**src/hdl/loader_macros.svh**
```systemverilog
`ifndef LOADER_MACROS_SVH
`define LOADER_MACROS_SVH

// global memory ports
`define LD_ADDR_IN      20
`define LD_ADDR_W       18
`define LD_DATA_W       8

// per-core row memories
`define LD_ACT_ROW_AW   11
`define LD_WGT_ROW_AW   9

// core pools
`define LD_NUM_DENSE    8
`define LD_NUM_SPARSE   4   // must not exceed the dense count

// layer configuration field widths
`define LD_IC_W         10
`define LD_DIM_W        6
`define LD_K_W          3

`endif
```
**src/hdl/loader_pkg.sv**
```systemverilog
`include "loader_macros.svh"

package loader_pkg;

    // --------------------------------------------------
    // layer shape, stable from start until done
    // --------------------------------------------------
    typedef struct packed {
        logic [`LD_IC_W-1:0]  total_ic;
        logic [`LD_DIM_W-1:0] oc;
        logic [`LD_DIM_W-1:0] img_h;
        logic [`LD_DIM_W-1:0] img_w;
        logic [`LD_K_W-1:0]   k;        // 1 or 3
    } layer_cfg_t;

    // read request to a global memory
    typedef struct packed {
        logic                   en;
        logic [`LD_ADDR_IN-1:0] addr;   // weight port uses the low bits only
    } mem_rd_t;

    // write into a row memory
    typedef struct packed {
        logic                      en;
        logic [`LD_ACT_ROW_AW-1:0] addr;
        logic [`LD_DATA_W-1:0]     data;
    } row_wr_t;

endpackage

```
**src/hdl/act_weight_loader.sv**
```systemverilog
`include "loader_macros.svh"

module act_weight_loader import loader_pkg::*; (
    input  logic                      clk,
    input  logic                      resetn,
    input  logic                      start,
    input  layer_cfg_t                cfg,
    output logic                      done,
    output mem_rd_t                   act_rd,
    input  logic [`LD_DATA_W-1:0]     act_rdata,
    output mem_rd_t                   weight_rd,
    input  logic [`LD_DATA_W-1:0]     weight_rdata,
    output row_wr_t                   act_wr,
    output row_wr_t                   weight_wr,
    input  logic [`LD_NUM_DENSE-1:0]  dense_done,
    input  logic [`LD_NUM_SPARSE-1:0] sparse_done,
    output logic [`LD_NUM_DENSE-1:0]  dense_start,
    output logic [`LD_NUM_SPARSE-1:0] sparse_start
);

    logic [`LD_IC_W-1:0] ic_idx;
    logic                probe_go;
    logic                load_go;
    logic                probe_done;
    logic                is_sparse;
    logic                act_load_done;
    logic                wgt_load_done;
    logic                core_req;
    logic                pool_sparse;
    logic                grant;
    logic                launch;

    // --------------------------------------------------
    // per-channel job control
    // --------------------------------------------------
    channel_sequencer i_seq (
        .clk(clk), .resetn(resetn), .start(start), .cfg(cfg), .ic_idx(ic_idx),
        .probe_go(probe_go), .load_go(load_go), .core_req(core_req),
        .pool_sparse(pool_sparse), .launch(launch), .done(done),
        .probe_done(probe_done), .is_sparse(is_sparse), .load_done_act(act_load_done),
        .load_done_wgt(wgt_load_done), .grant(grant)
    );

    // --------------------------------------------------
    // streams and core pools
    // --------------------------------------------------
    act_streamer i_act (
        .clk(clk), .resetn(resetn), .cfg(cfg), .ic_idx(ic_idx), .probe_go(probe_go),
        .load_go(load_go), .act_rd(act_rd), .act_wr(act_wr), .probe_done(probe_done),
        .is_sparse(is_sparse), .load_done(act_load_done), .act_rdata(act_rdata)
    );

    weight_streamer i_wgt (
        .clk(clk), .resetn(resetn), .cfg(cfg), .ic_idx(ic_idx), .load_go(load_go),
        .weight_rd(weight_rd), .weight_wr(weight_wr), .load_done(wgt_load_done),
        .weight_rdata(weight_rdata)
    );

    core_pool i_pool (
        .clk(clk), .resetn(resetn), .core_req(core_req), .pool_sparse(pool_sparse),
        .launch(launch), .grant(grant), .dense_done(dense_done),
        .sparse_done(sparse_done), .dense_start(dense_start), .sparse_start(sparse_start)
    );

endmodule

```
**src/hdl/channel_sequencer.sv**
```systemverilog
`include "loader_macros.svh"

module channel_sequencer import loader_pkg::*; (
    input  logic                clk,
    input  logic                resetn,
    input  logic                start,
    input  layer_cfg_t          cfg,
    output logic [`LD_IC_W-1:0] ic_idx,
    output logic                probe_go,
    output logic                load_go,
    output logic                core_req,
    output logic                pool_sparse,
    output logic                launch,
    output logic                done,
    input  logic                probe_done,
    input  logic                is_sparse,
    input  logic                load_done_act,
    input  logic                load_done_wgt,
    input  logic                grant
);

    typedef enum logic [2:0] {
        S_IDLE,
        S_PROBE,
        S_RESERVE,
        S_LOAD,
        S_LAUNCH,
        S_FINISH
    } state_t;

    state_t state;
    logic   act_seen;
    logic   wgt_seen;
    logic   act_ok;
    logic   wgt_ok;
    logic   last_ch;

    // the two streams finish in either order
    assign act_ok   = act_seen || load_done_act;
    assign wgt_ok   = wgt_seen || load_done_wgt;
    assign last_ch  = (ic_idx == cfg.total_ic - 1'b1);
    assign core_req = (state == S_RESERVE);

    always_ff @(posedge clk or negedge resetn) begin
        if (!resetn) begin
            state       <= S_IDLE;
            ic_idx      <= '0;
            probe_go    <= 1'b0;
            load_go     <= 1'b0;
            launch      <= 1'b0;
            done        <= 1'b0;
            pool_sparse <= 1'b0;
            act_seen    <= 1'b0;
            wgt_seen    <= 1'b0;
        end else begin
            probe_go <= 1'b0;   // all handshake outputs are single-cycle pulses
            load_go  <= 1'b0;
            launch   <= 1'b0;
            done     <= 1'b0;
            case (state)
                S_IDLE: begin
                    if (start) begin
                        ic_idx   <= '0;
                        probe_go <= 1'b1;
                        state    <= S_PROBE;
                    end
                end
                S_PROBE: begin
                    if (probe_done) begin
                        pool_sparse <= is_sparse;   // verdict picks the pool
                        state       <= S_RESERVE;
                    end
                end
                S_RESERVE: begin
                    if (grant) begin
                        load_go  <= 1'b1;
                        act_seen <= 1'b0;
                        wgt_seen <= 1'b0;
                        state    <= S_LOAD;
                    end
                end
                S_LOAD: begin
                    act_seen <= act_ok;
                    wgt_seen <= wgt_ok;
                    if (act_ok && wgt_ok) begin
                        launch <= 1'b1;
                        state  <= S_LAUNCH;
                    end
                end
                S_LAUNCH: begin
                    if (last_ch) begin
                        state <= S_FINISH;
                    end else begin
                        ic_idx   <= ic_idx + 1'b1;
                        probe_go <= 1'b1;
                        state    <= S_PROBE;
                    end
                end
                S_FINISH: begin
                    done  <= 1'b1;   // lands after the last start bit
                    state <= S_IDLE;
                end
                default: state <= S_IDLE;
            endcase
        end
    end

endmodule

```
**src/hdl/core_pool.sv**
```systemverilog
`include "loader_macros.svh"

module core_pool import loader_pkg::*; (
    input  logic                      clk,
    input  logic                      resetn,
    input  logic                      core_req,
    input  logic                      pool_sparse,
    input  logic                      launch,
    output logic                      grant,
    input  logic [`LD_NUM_DENSE-1:0]  dense_done,
    input  logic [`LD_NUM_SPARSE-1:0] sparse_done,
    output logic [`LD_NUM_DENSE-1:0]  dense_start,
    output logic [`LD_NUM_SPARSE-1:0] sparse_start
);

    localparam int IDX_W = $clog2(`LD_NUM_DENSE);   // sized for the larger pool

    logic [`LD_NUM_DENSE-1:0]  busy_d;
    logic [`LD_NUM_SPARSE-1:0] busy_s;
    logic [`LD_NUM_DENSE-1:0]  free_d;
    logic [`LD_NUM_DENSE-1:0]  free_s_ext;
    logic [IDX_W:0]            pick;       // {found, index}
    logic                      take;
    logic [`LD_NUM_DENSE-1:0]  pick_oh;
    logic [`LD_NUM_DENSE-1:0]  res_oh;
    logic [IDX_W-1:0]          res_idx;
    logic                      res_sparse;

    function automatic logic [IDX_W:0] lowest_free(input logic [`LD_NUM_DENSE-1:0] free);
        logic [IDX_W:0] sel;
        sel = '0;
        for (int i = `LD_NUM_DENSE - 1; i >= 0; i--) begin
            if (free[i]) sel = {1'b1, IDX_W'(i)};
        end
        return sel;
    endfunction

    // a core finishing this cycle counts as free already
    assign free_d     = ~busy_d | dense_done;
    assign free_s_ext = {{(`LD_NUM_DENSE-`LD_NUM_SPARSE){1'b0}}, ~busy_s | sparse_done};
    assign pick       = pool_sparse ? lowest_free(free_s_ext) : lowest_free(free_d);
    assign take       = core_req && !grant && pick[IDX_W];
    assign pick_oh    = {{(`LD_NUM_DENSE-1){1'b0}}, take} << pick[IDX_W-1:0];
    assign res_oh     = {{(`LD_NUM_DENSE-1){1'b0}}, 1'b1} << res_idx;

    always_ff @(posedge clk or negedge resetn) begin
        if (!resetn) begin
            busy_d       <= '0;
            busy_s       <= '0;
            grant        <= 1'b0;
            res_idx      <= '0;
            res_sparse   <= 1'b0;
            dense_start  <= '0;
            sparse_start <= '0;
        end else begin
            busy_d <= (busy_d & ~dense_done) | (pool_sparse ? '0 : pick_oh);
            busy_s <= (busy_s & ~sparse_done) |
                      (pool_sparse ? pick_oh[`LD_NUM_SPARSE-1:0] : '0);
            grant  <= take;
            if (take) begin
                res_idx    <= pick[IDX_W-1:0];
                res_sparse <= pool_sparse;
            end
            dense_start  <= (launch && !res_sparse) ? res_oh : '0;
            sparse_start <= (launch && res_sparse) ? res_oh[`LD_NUM_SPARSE-1:0] : '0;
        end
    end

    assert property (@(posedge clk) disable iff (!resetn)
        ((dense_start & ~busy_d) == '0) && ((sparse_start & ~busy_s) == '0))
        else $error("core_pool: start sent to a core that was not reserved");

endmodule

```
**src/hdl/weight_streamer.sv**
```systemverilog
`include "loader_macros.svh"

module weight_streamer import loader_pkg::*; (
    input  logic                  clk,
    input  logic                  resetn,
    input  layer_cfg_t            cfg,
    input  logic [`LD_IC_W-1:0]   ic_idx,
    input  logic                  load_go,
    output mem_rd_t               weight_rd,
    output row_wr_t               weight_wr,
    output logic                  load_done,
    input  logic [`LD_DATA_W-1:0] weight_rdata
);

    logic [3:0]                kk;            // taps per filter
    logic [`LD_ADDR_W-1:0]     kk_ic;         // stride between filters
    logic [`LD_WGT_ROW_AW:0]   row_words;
    logic [`LD_ADDR_W-1:0]     ch_off;
    logic [`LD_ADDR_W-1:0]     filt_base;
    logic [`LD_ADDR_W-1:0]     w_addr;
    logic [`LD_DIM_W-1:0]      filt;
    logic [3:0]                tap;
    logic [`LD_WGT_ROW_AW-1:0] row_idx;
    logic [`LD_WGT_ROW_AW-1:0] wr_idx_q;
    logic                      active;
    logic                      rd_vld_q;
    logic                      last_q;
    logic                      last_tap;
    logic                      last_word;

    assign kk        = cfg.k * cfg.k;
    assign kk_ic     = kk * cfg.total_ic;
    assign row_words = kk * cfg.oc;
    assign last_tap  = (tap == kk - 1'b1);
    assign last_word = last_tap && (filt == cfg.oc - 1'b1);
    assign w_addr    = filt_base + ch_off + tap;   // filter-major

    always_ff @(posedge clk or negedge resetn) begin
        if (!resetn) begin
            active  <= 1'b0;
            filt    <= '0;
            tap     <= '0;
            row_idx <= '0;
        end else if (load_go) begin
            active  <= 1'b1;
            filt    <= '0;
            tap     <= '0;
            row_idx <= '0;
        end else if (active) begin
            row_idx <= row_idx + 1'b1;
            if (last_tap) begin
                tap  <= '0;
                filt <= filt + 1'b1;
            end else begin
                tap <= tap + 1'b1;
            end
            if (last_word) active <= 1'b0;
        end
    end

    always_ff @(posedge clk) begin
        if (load_go) begin
            ch_off    <= ic_idx * kk;
            filt_base <= '0;
        end else if (active && last_tap) begin
            filt_base <= filt_base + kk_ic;   // next output channel
        end
        wr_idx_q <= row_idx;
    end

    always_ff @(posedge clk or negedge resetn) begin
        if (!resetn) begin
            rd_vld_q <= 1'b0;
            last_q   <= 1'b0;
        end else begin
            rd_vld_q <= active;
            last_q   <= active && last_word;
        end
    end

    assign load_done = last_q;

    always_comb begin
        weight_rd.en   = active;
        weight_rd.addr = {{(`LD_ADDR_IN-`LD_ADDR_W){1'b0}}, w_addr};
        weight_wr.en   = rd_vld_q;
        weight_wr.addr = {{(`LD_ACT_ROW_AW-`LD_WGT_ROW_AW){1'b0}}, wr_idx_q};
        weight_wr.data = weight_rdata;
    end

    assert property (@(posedge clk) disable iff (!resetn)
        weight_wr.en |-> weight_wr.addr < row_words)
        else $error("weight_streamer: row write past K*K*OC");

endmodule

```
**src/hdl/act_streamer.sv**
```systemverilog
`include "loader_macros.svh"

module act_streamer import loader_pkg::*; (
    input  logic                  clk,
    input  logic                  resetn,
    input  layer_cfg_t            cfg,
    input  logic [`LD_IC_W-1:0]   ic_idx,
    input  logic                  probe_go,
    input  logic                  load_go,
    output mem_rd_t               act_rd,
    output row_wr_t               act_wr,
    output logic                  probe_done,
    output logic                  is_sparse,
    output logic                  load_done,
    input  logic [`LD_DATA_W-1:0] act_rdata
);

    logic [`LD_DIM_W:0]        hp;            // padded height
    logic [`LD_DIM_W:0]        wp;            // padded width
    logic [`LD_ADDR_IN-1:0]    plane_words;
    logic [`LD_ADDR_IN-1:0]    job_last;
    logic [`LD_ADDR_IN-1:0]    base;
    logic [`LD_ADDR_IN-1:0]    offset;
    logic                      active;
    logic                      load_mode;     // 0 while probing the first row
    logic                      rd_vld_q;
    logic                      last_q;
    logic                      load_q;
    logic [`LD_ACT_ROW_AW-1:0] wr_idx_q;
    logic [`LD_DIM_W:0]        zero_cnt;
    logic [`LD_DIM_W:0]        zeros_total;

    assign hp          = cfg.img_h + cfg.k - 1'b1;
    assign wp          = cfg.img_w + cfg.k - 1'b1;
    assign plane_words = hp * wp;
    assign job_last    = load_mode ? plane_words - 1'b1 : wp - 1'b1;

    // --------------------------------------------------
    // read side
    // --------------------------------------------------
    always_ff @(posedge clk or negedge resetn) begin
        if (!resetn) begin
            active    <= 1'b0;
            load_mode <= 1'b0;
            offset    <= '0;
        end else if (probe_go || load_go) begin
            active    <= 1'b1;
            load_mode <= load_go;
            offset    <= '0;
        end else if (active) begin
            offset <= offset + 1'b1;
            if (offset == job_last) active <= 1'b0;
        end
    end

    always_ff @(posedge clk) begin
        if (probe_go || load_go) base <= ic_idx * plane_words;   // channel-major plane
        wr_idx_q <= offset[`LD_ACT_ROW_AW-1:0];
    end

    // --------------------------------------------------
    // return side, one cycle behind the reads
    // --------------------------------------------------
    always_ff @(posedge clk or negedge resetn) begin
        if (!resetn) begin
            rd_vld_q <= 1'b0;
            last_q   <= 1'b0;
            load_q   <= 1'b0;
            zero_cnt <= '0;
        end else begin
            rd_vld_q <= active;
            last_q   <= active && (offset == job_last);
            load_q   <= load_mode;
            if (probe_go)
                zero_cnt <= '0;
            else if (rd_vld_q && !load_q && act_rdata == '0)
                zero_cnt <= zero_cnt + 1'b1;
        end
    end

    // last probe word is still on the bus, count it here
    assign zeros_total = zero_cnt + {{`LD_DIM_W{1'b0}}, (act_rdata == '0)};
    assign is_sparse   = {zeros_total, 1'b0} >= {1'b0, wp};   // 50 % threshold
    assign probe_done  = last_q && !load_q;
    assign load_done   = last_q && load_q;

    always_comb begin
        act_rd.en   = active;
        act_rd.addr = base + offset;
        act_wr.en   = rd_vld_q && load_q;
        act_wr.addr = wr_idx_q;
        act_wr.data = act_rdata;
    end

    assert property (@(posedge clk) disable iff (!resetn) !(probe_go && load_go))
        else $error("act_streamer: probe_go and load_go in the same cycle");

    // sequencer only starts a new job once the previous one has drained
    assert property (@(posedge clk) disable iff (!resetn) active |-> !(probe_go || load_go))
        else $error("act_streamer: job request while a job is running");

endmodule

```
**config.mk**
```make
export PLATFORM = sky130hd
export DESIGN_NAME = act_weight_loader
export DESIGN_NICKNAME = d
export VERILOG_FILES = /design/src/hdl/loader_pkg.sv /design/src/hdl/act_weight_loader.sv /design/src/hdl/channel_sequencer.sv /design/src/hdl/core_pool.sv /design/src/hdl/weight_streamer.sv /design/src/hdl/act_streamer.sv
export VERILOG_INCLUDE_DIRS = /design/src /design/src/hdl
export SDC_FILE = /design/constraint.sdc
export NUM_CORES = 1
export LEC_CHECK = 0
export BUFFER_PORTS_ARGS = -buffer_cell sky130_fd_sc_hd__buf_2
export CAP_MARGIN = 15
export CORE_MARGIN = 1.5
export CORE_UTILIZATION = 25
export CTS_CLUSTER_SIZE = 10
export DETAILED_ROUTE_END_ITERATION = 16
export SETUP_SLACK_MARGIN = 0.1
export SLEW_MARGIN = 20
export SYNTH_ARGS = -nofsm -noshare
export SYNTH_HDL_FRONTEND = slang
export SYNTH_SLANG_ARGS = --single-unit
export TNS_END_PERCENT = 20
```
**constraint.sdc**
```tcl
create_clock -name clk -period 9.2 [get_ports clk]
set_clock_uncertainty 0.15 [all_clocks]
set_input_delay 0.92 -clock clk [delete_from_list [all_inputs] [get_ports clk]]
set_output_delay 0.92 -clock clk [all_outputs]
set_load 0.01 [all_outputs]
```
==> tab_implementation.tex <==
\begin{tabular}{lr}
\hline
Metric & Value \\
\hline
\multicolumn{2}{l}{\textbf{Run status}} \\
\quad Status & finished with violations \\
\quad Failing checks & setup timing \\
\multicolumn{2}{l}{\textbf{Timing}} \\
\quad Post-route clock period utilization & 1.082 \\
\quad Clock period minus worst slack & 9958 ps \\
\quad Unrepaired setup endpoints after global routing & true \\
\quad Setup violation total in the final timing report & 11 \\
\quad Fmax achieved & 100.4 MHz \\
\quad Final-report max-slew violation count & 0 \\
\quad Hold violation count in the final report & 0 \\
\quad Setup slack of the critical path after layout & -757.6 ps \\
\quad Relative slew slack & 0.3624 \\
\quad Worst-Margin Slew & 956.4 ps \\
\multicolumn{2}{l}{\textbf{Drt}} \\
\quad Vias per cell & 4.511 \\
\quad Detailed-route via count & 14718 \\
\quad DRC marker count from the first detailed-route iteration & 843 \\
\quad Final Routed Wirelength & 47040 µm \\
\quad Drt drc & 0 \\
\quad Avg WL per Cell & 14.42 µm \\
\quad Length of the first detailed-routing pass in iterations & 5 \\
\quad Number of routed nets with antenna violations & 0 \\
\multicolumn{2}{l}{\textbf{Yosys}} \\
\quad Mean instance size in the synthesized netlist & 8.798 µm² \\
\quad Fraction of synthesized cell area taken by the top area cell type & 0.1586 \\
\quad Cell taking the most area after synthesis & fa\_1 \\
\quad Number of warning messages in the yosys log & 0 \\
\quad Count of flip-flops with a built-in enable after synthesis & 34 \\
\quad Flop and latch count out of synthesis & 175 \\
\quad Flip-flop cell with the highest count after synthesis & dfrtp\_1 \\
\quad Proportion of synthesized flip-flops having asynchronous set or reset & 0.5886 \\
\quad Count of cell types in the netlist & 75 \\
\quad Count of mapped cells out of synthesis & 2080 \\
\quad Mapped Area & 0.01830 mm² \\
\quad Sequential-to-total area share from yosys stat & 0.2382 \\
\quad Biggest area contributors in the synthesized netlist & fa\_1, ha\_1, dfrtp\_1 \\
\multicolumn{2}{l}{\textbf{Power}} \\
\quad Worst voltage drop across the vdd grid & 0.4589 mV \\
\quad Cell area power density & 334.1 mW/mm² \\
\quad Power Total & 7.362 mW \\
\quad Static Leakage & 10.74 nW \\
\multicolumn{2}{l}{\textbf{Finish}} \\
\quad Footprint of the flip-flops and latches & 0.004360 mm² \\
\quad Post-Layout Inst Area & 0.02204 mm² \\
\quad Number of fill cells in the layout & 7615 \\
\quad Most used cells in the layout excluding fill and tap cells & inv\_1, ha\_1, nand2\_1, nor2\_1, buf\_4 \\
\quad Number of diodes added for antenna fixing & 0 \\
\quad Final layout net count & 2705 \\
\quad Area of the multi-input gates & 0.01289 mm² \\
\quad Ratio of cells with drive above 1 in the final layout & 0.1858 \\
\quad Non-filler instance count after layout & 3263 \\
\quad Most common cell after layout, fill and taps aside & inv\_1 \\
\quad Relative area change from synthesis to final layout & 20.43\% \\
\multicolumn{2}{l}{\textbf{GRT}} \\
\quad Total overflow reported by the global router & 0 \\
\quad Antenna violations before repair & 6 \\
\quad Global-route wire length before repair & 77690 µm \\
\quad Vias in the first global route & 14574 \\
\quad Total routing resource utilization after global routing & 0.1303 \\
\quad Largest net degree at the start of global routing & 63 \\
\multicolumn{2}{l}{\textbf{Critical path}} \\
\quad Critical Path Start Type & input port \\
\quad Worst reg-to-reg setup slack & 3090 ps \\
\quad Worst setup path start & cfg[4] \\
\quad Largest stage delay on the critical path & 550 ps \\
\quad Critical Path Slowest Stage Cell & fa\_1 \\
\quad Capturing element type of the critical path & flop \\
\quad Number of buffers and inverters on the critical path & 10 \\
\quad WP data arrival & 10030 ps \\
\quad Cell family with most CP delay & adder cells \\
\quad WP data required & 9270 ps \\
\quad Beginning of the worst register-to-register path & i\_seq.ic\_idx[7]\$\_DFFE\_PN0P\_ \\
\quad Most used cell, CP & fa\_1 \\
\quad Largest fanout on the critical path & 5 \\
\quad Critical path type & in -> reg \\
\multicolumn{2}{l}{\textbf{Clock network}} \\
\quad Hold Buf Count CTS & 0 \\
\quad CTS tree & done \\
\quad Maximum level of the CTS H-tree & 4 \\
\quad Number of sinks handled by clock tree synthesis & 175 \\
\quad Clock tree buffer depth & 2 \\
\quad CTS Root Buffer Type & clkbuf\_16 \\
\quad Inserted Clock Buffers & 17 \\
\quad Clock insertion delay at the later pin of the skew report & 480 ps \\
\quad Clock slew seen by the registers of the worst setup and hold paths & 80 ps \\
\multicolumn{2}{l}{\textbf{Hold path}} \\
\quad Source of the worst hold timing path & i\_wgt.row\_idx[8]\$\_DFFE\_PN0P\_ \\
\quad HP Class & reg -> reg \\
\multicolumn{2}{l}{\textbf{Floorplanning}} \\
\quad Placeable core region & 0.07271 mm² \\
\quad Starting density of the core & 0.2517 \\
\quad Num ports & 157 \\
\quad Number of standard-cell rows in the floorplan & 99 \\
\quad Width of the die & 273.5 µm \\
\quad Die Y & 273.5 µm \\
\quad Overall die area & 0.07483 mm² \\
\multicolumn{2}{l}{\textbf{Place}} \\
\quad Placed cell count & 3227 \\
\quad Placed wire-length estimate after detailed placement & 37310 µm \\
\quad Final weighted congestion in routability-driven placement & 0.8077 \\
\quad IO Port Bufs & 136 \\
\quad Worst slack at placement & -1555 ps \\
\quad Total placed instance area & 0.02102 mm² \\
\multicolumn{2}{l}{\textbf{Run}} \\
\quad Number of max-cap violations & 0 \\
\hline
\end{tabular}
-- area by class of cell --
| class | instances | area share |
|---|---|---|
| Clock inverter | 15 | 0.008971 |
| Multi-Input combinational cell | 1536 | 0.5850 |
| Tap cell | 959 | 0.05445 |
| Timing Repair Buffer | 291 | 0.08721 |
| Inverter | 270 | 0.04718 |
| Clock buffer | 17 | 0.01930 |
| Sequential cell | 175 | 0.1979 |
-- timing repair --
action	4_1_cts	5_1_grt
setup endpoints to repair	12	13
resized for setup	65	23
buffers inserted	3	1
pin swaps	36	12
-- path summary, 6_finish.rpt --
check / to / cells after the start
min reg2reg: i_wgt.wr_idx_q[8]$_DFF_P_ / 0
max in group asynchronous: i_act.offset[13]$_DFFE_PN0P_ / 2
min: i_wgt.wr_idx_q[8]$_DFF_P_ / 0
min in group asynchronous: i_wgt.filt[1]$_DFFE_PN0P_ / 1
max reg2reg: i_act.base[19]$_DFFE_PN_ / 20
max: i_act.base[19]$_DFFE_PN_ / 38
-- per-layer routing --
metal  share of wire  up-vias  GRT usage
met2            0.46      281     0.2081
met4           0.024        6    0.04274
li1                -     7260          -
met5         0.00060        -          0
met3           0.048       66    0.02456
met1            0.46     7105     0.1762
-- through the flow --
step,hold slack [ps],utilization,setup TNS (ps)
2_1_floorplan,215.3,-,-9902
3_3_place_gp,230.4,0.2890,-14550
3_5_place_dp,234.8,0.2890,-14080
4_1_cts,252.5,0.3018,-4958
5_1_grt,263.9,0.3031,-8754
6_report,247.9,0.3031,-5049
-- sequential cells by signal, summed over array words and instances (netlist names), 3 cells and up --
register and cells:
i_act.zero_cnt 7, i_wgt.wr_idx_q 9, i_pool.res_idx 3, i_pool.busy_d 8, i_wgt.tap 4, i_seq.ic_idx 10
i_wgt.ch_off 14, i_act.offset 20, i_wgt.row_idx 9, i_pool.dense_start 8, i_wgt.filt_base 18, i_wgt.filt 6
i_act.base 20, i_pool.sparse_start 4, i_act.wr_idx_q 11, i_seq.state 3, i_pool.busy_s 4
-- synth_stat cells (17+ instances only) --
master and instances:
nor3_1 40, dfxtp_1 38, and2_1 63, nand2b_1 29, inv_1 268, clkbuf_1 76, buf_4 23, fa_1 145
xnor2_1 120, ha_1 207, nand2_1 178, and3_1 59, dfrtp_1 103, nand4_1 20, nand3_1 37, a21oi_1 103
a21o_1 18, nor2_1 177, xor2_1 60, or2_2 17, nor2b_1 25, or3_1 19, edfxtp_1 34, o21ai_0 66
-- worst reg2reg max path: stages (launching register included) --
cell,delay (ps)
dfrtp_1,920
clkinv_1,640
nor2_1,240
ha_1,160
inv_1,60
fa_1,500
inv_1,70
fa_1,500
fa_1,550
inv_1,60
fa_1,550
inv_1,50
ha_1,210
and3_4,190
a21oi_4,140
o21ai_2,80
nand2b_4,140
nand2_1,80
o211ai_1,110
o41a_1,340
xnor2_1,130
-- logic make-up after synthesis --
family | count (synthesis) | synth area share
AOI/OAI and AO/OA | 288 | 0.09874
and+or+nand+nor | 704 | 0.1910
adders and majority gates | 352 | 0.3002
DFF | 175 | 0.2382
buffers and inverters | 372 | 0.08103
other | 1 | 0.0002049
xor gates and xnor gates | 180 | 0.08615
muxes | 8 | 0.004513
-- where the power goes --
part | switching, mW | leakage [nW] | internal, mW
Clock | 0.375 | 0.304 | 0.393
Combinational | 2.92 | 8.42 | 2.50
Sequential | 0.206 | 2.01 | 0.966
Total | 3.50 | 10.7 | 3.86
Power figures use the tool's default switching activity.
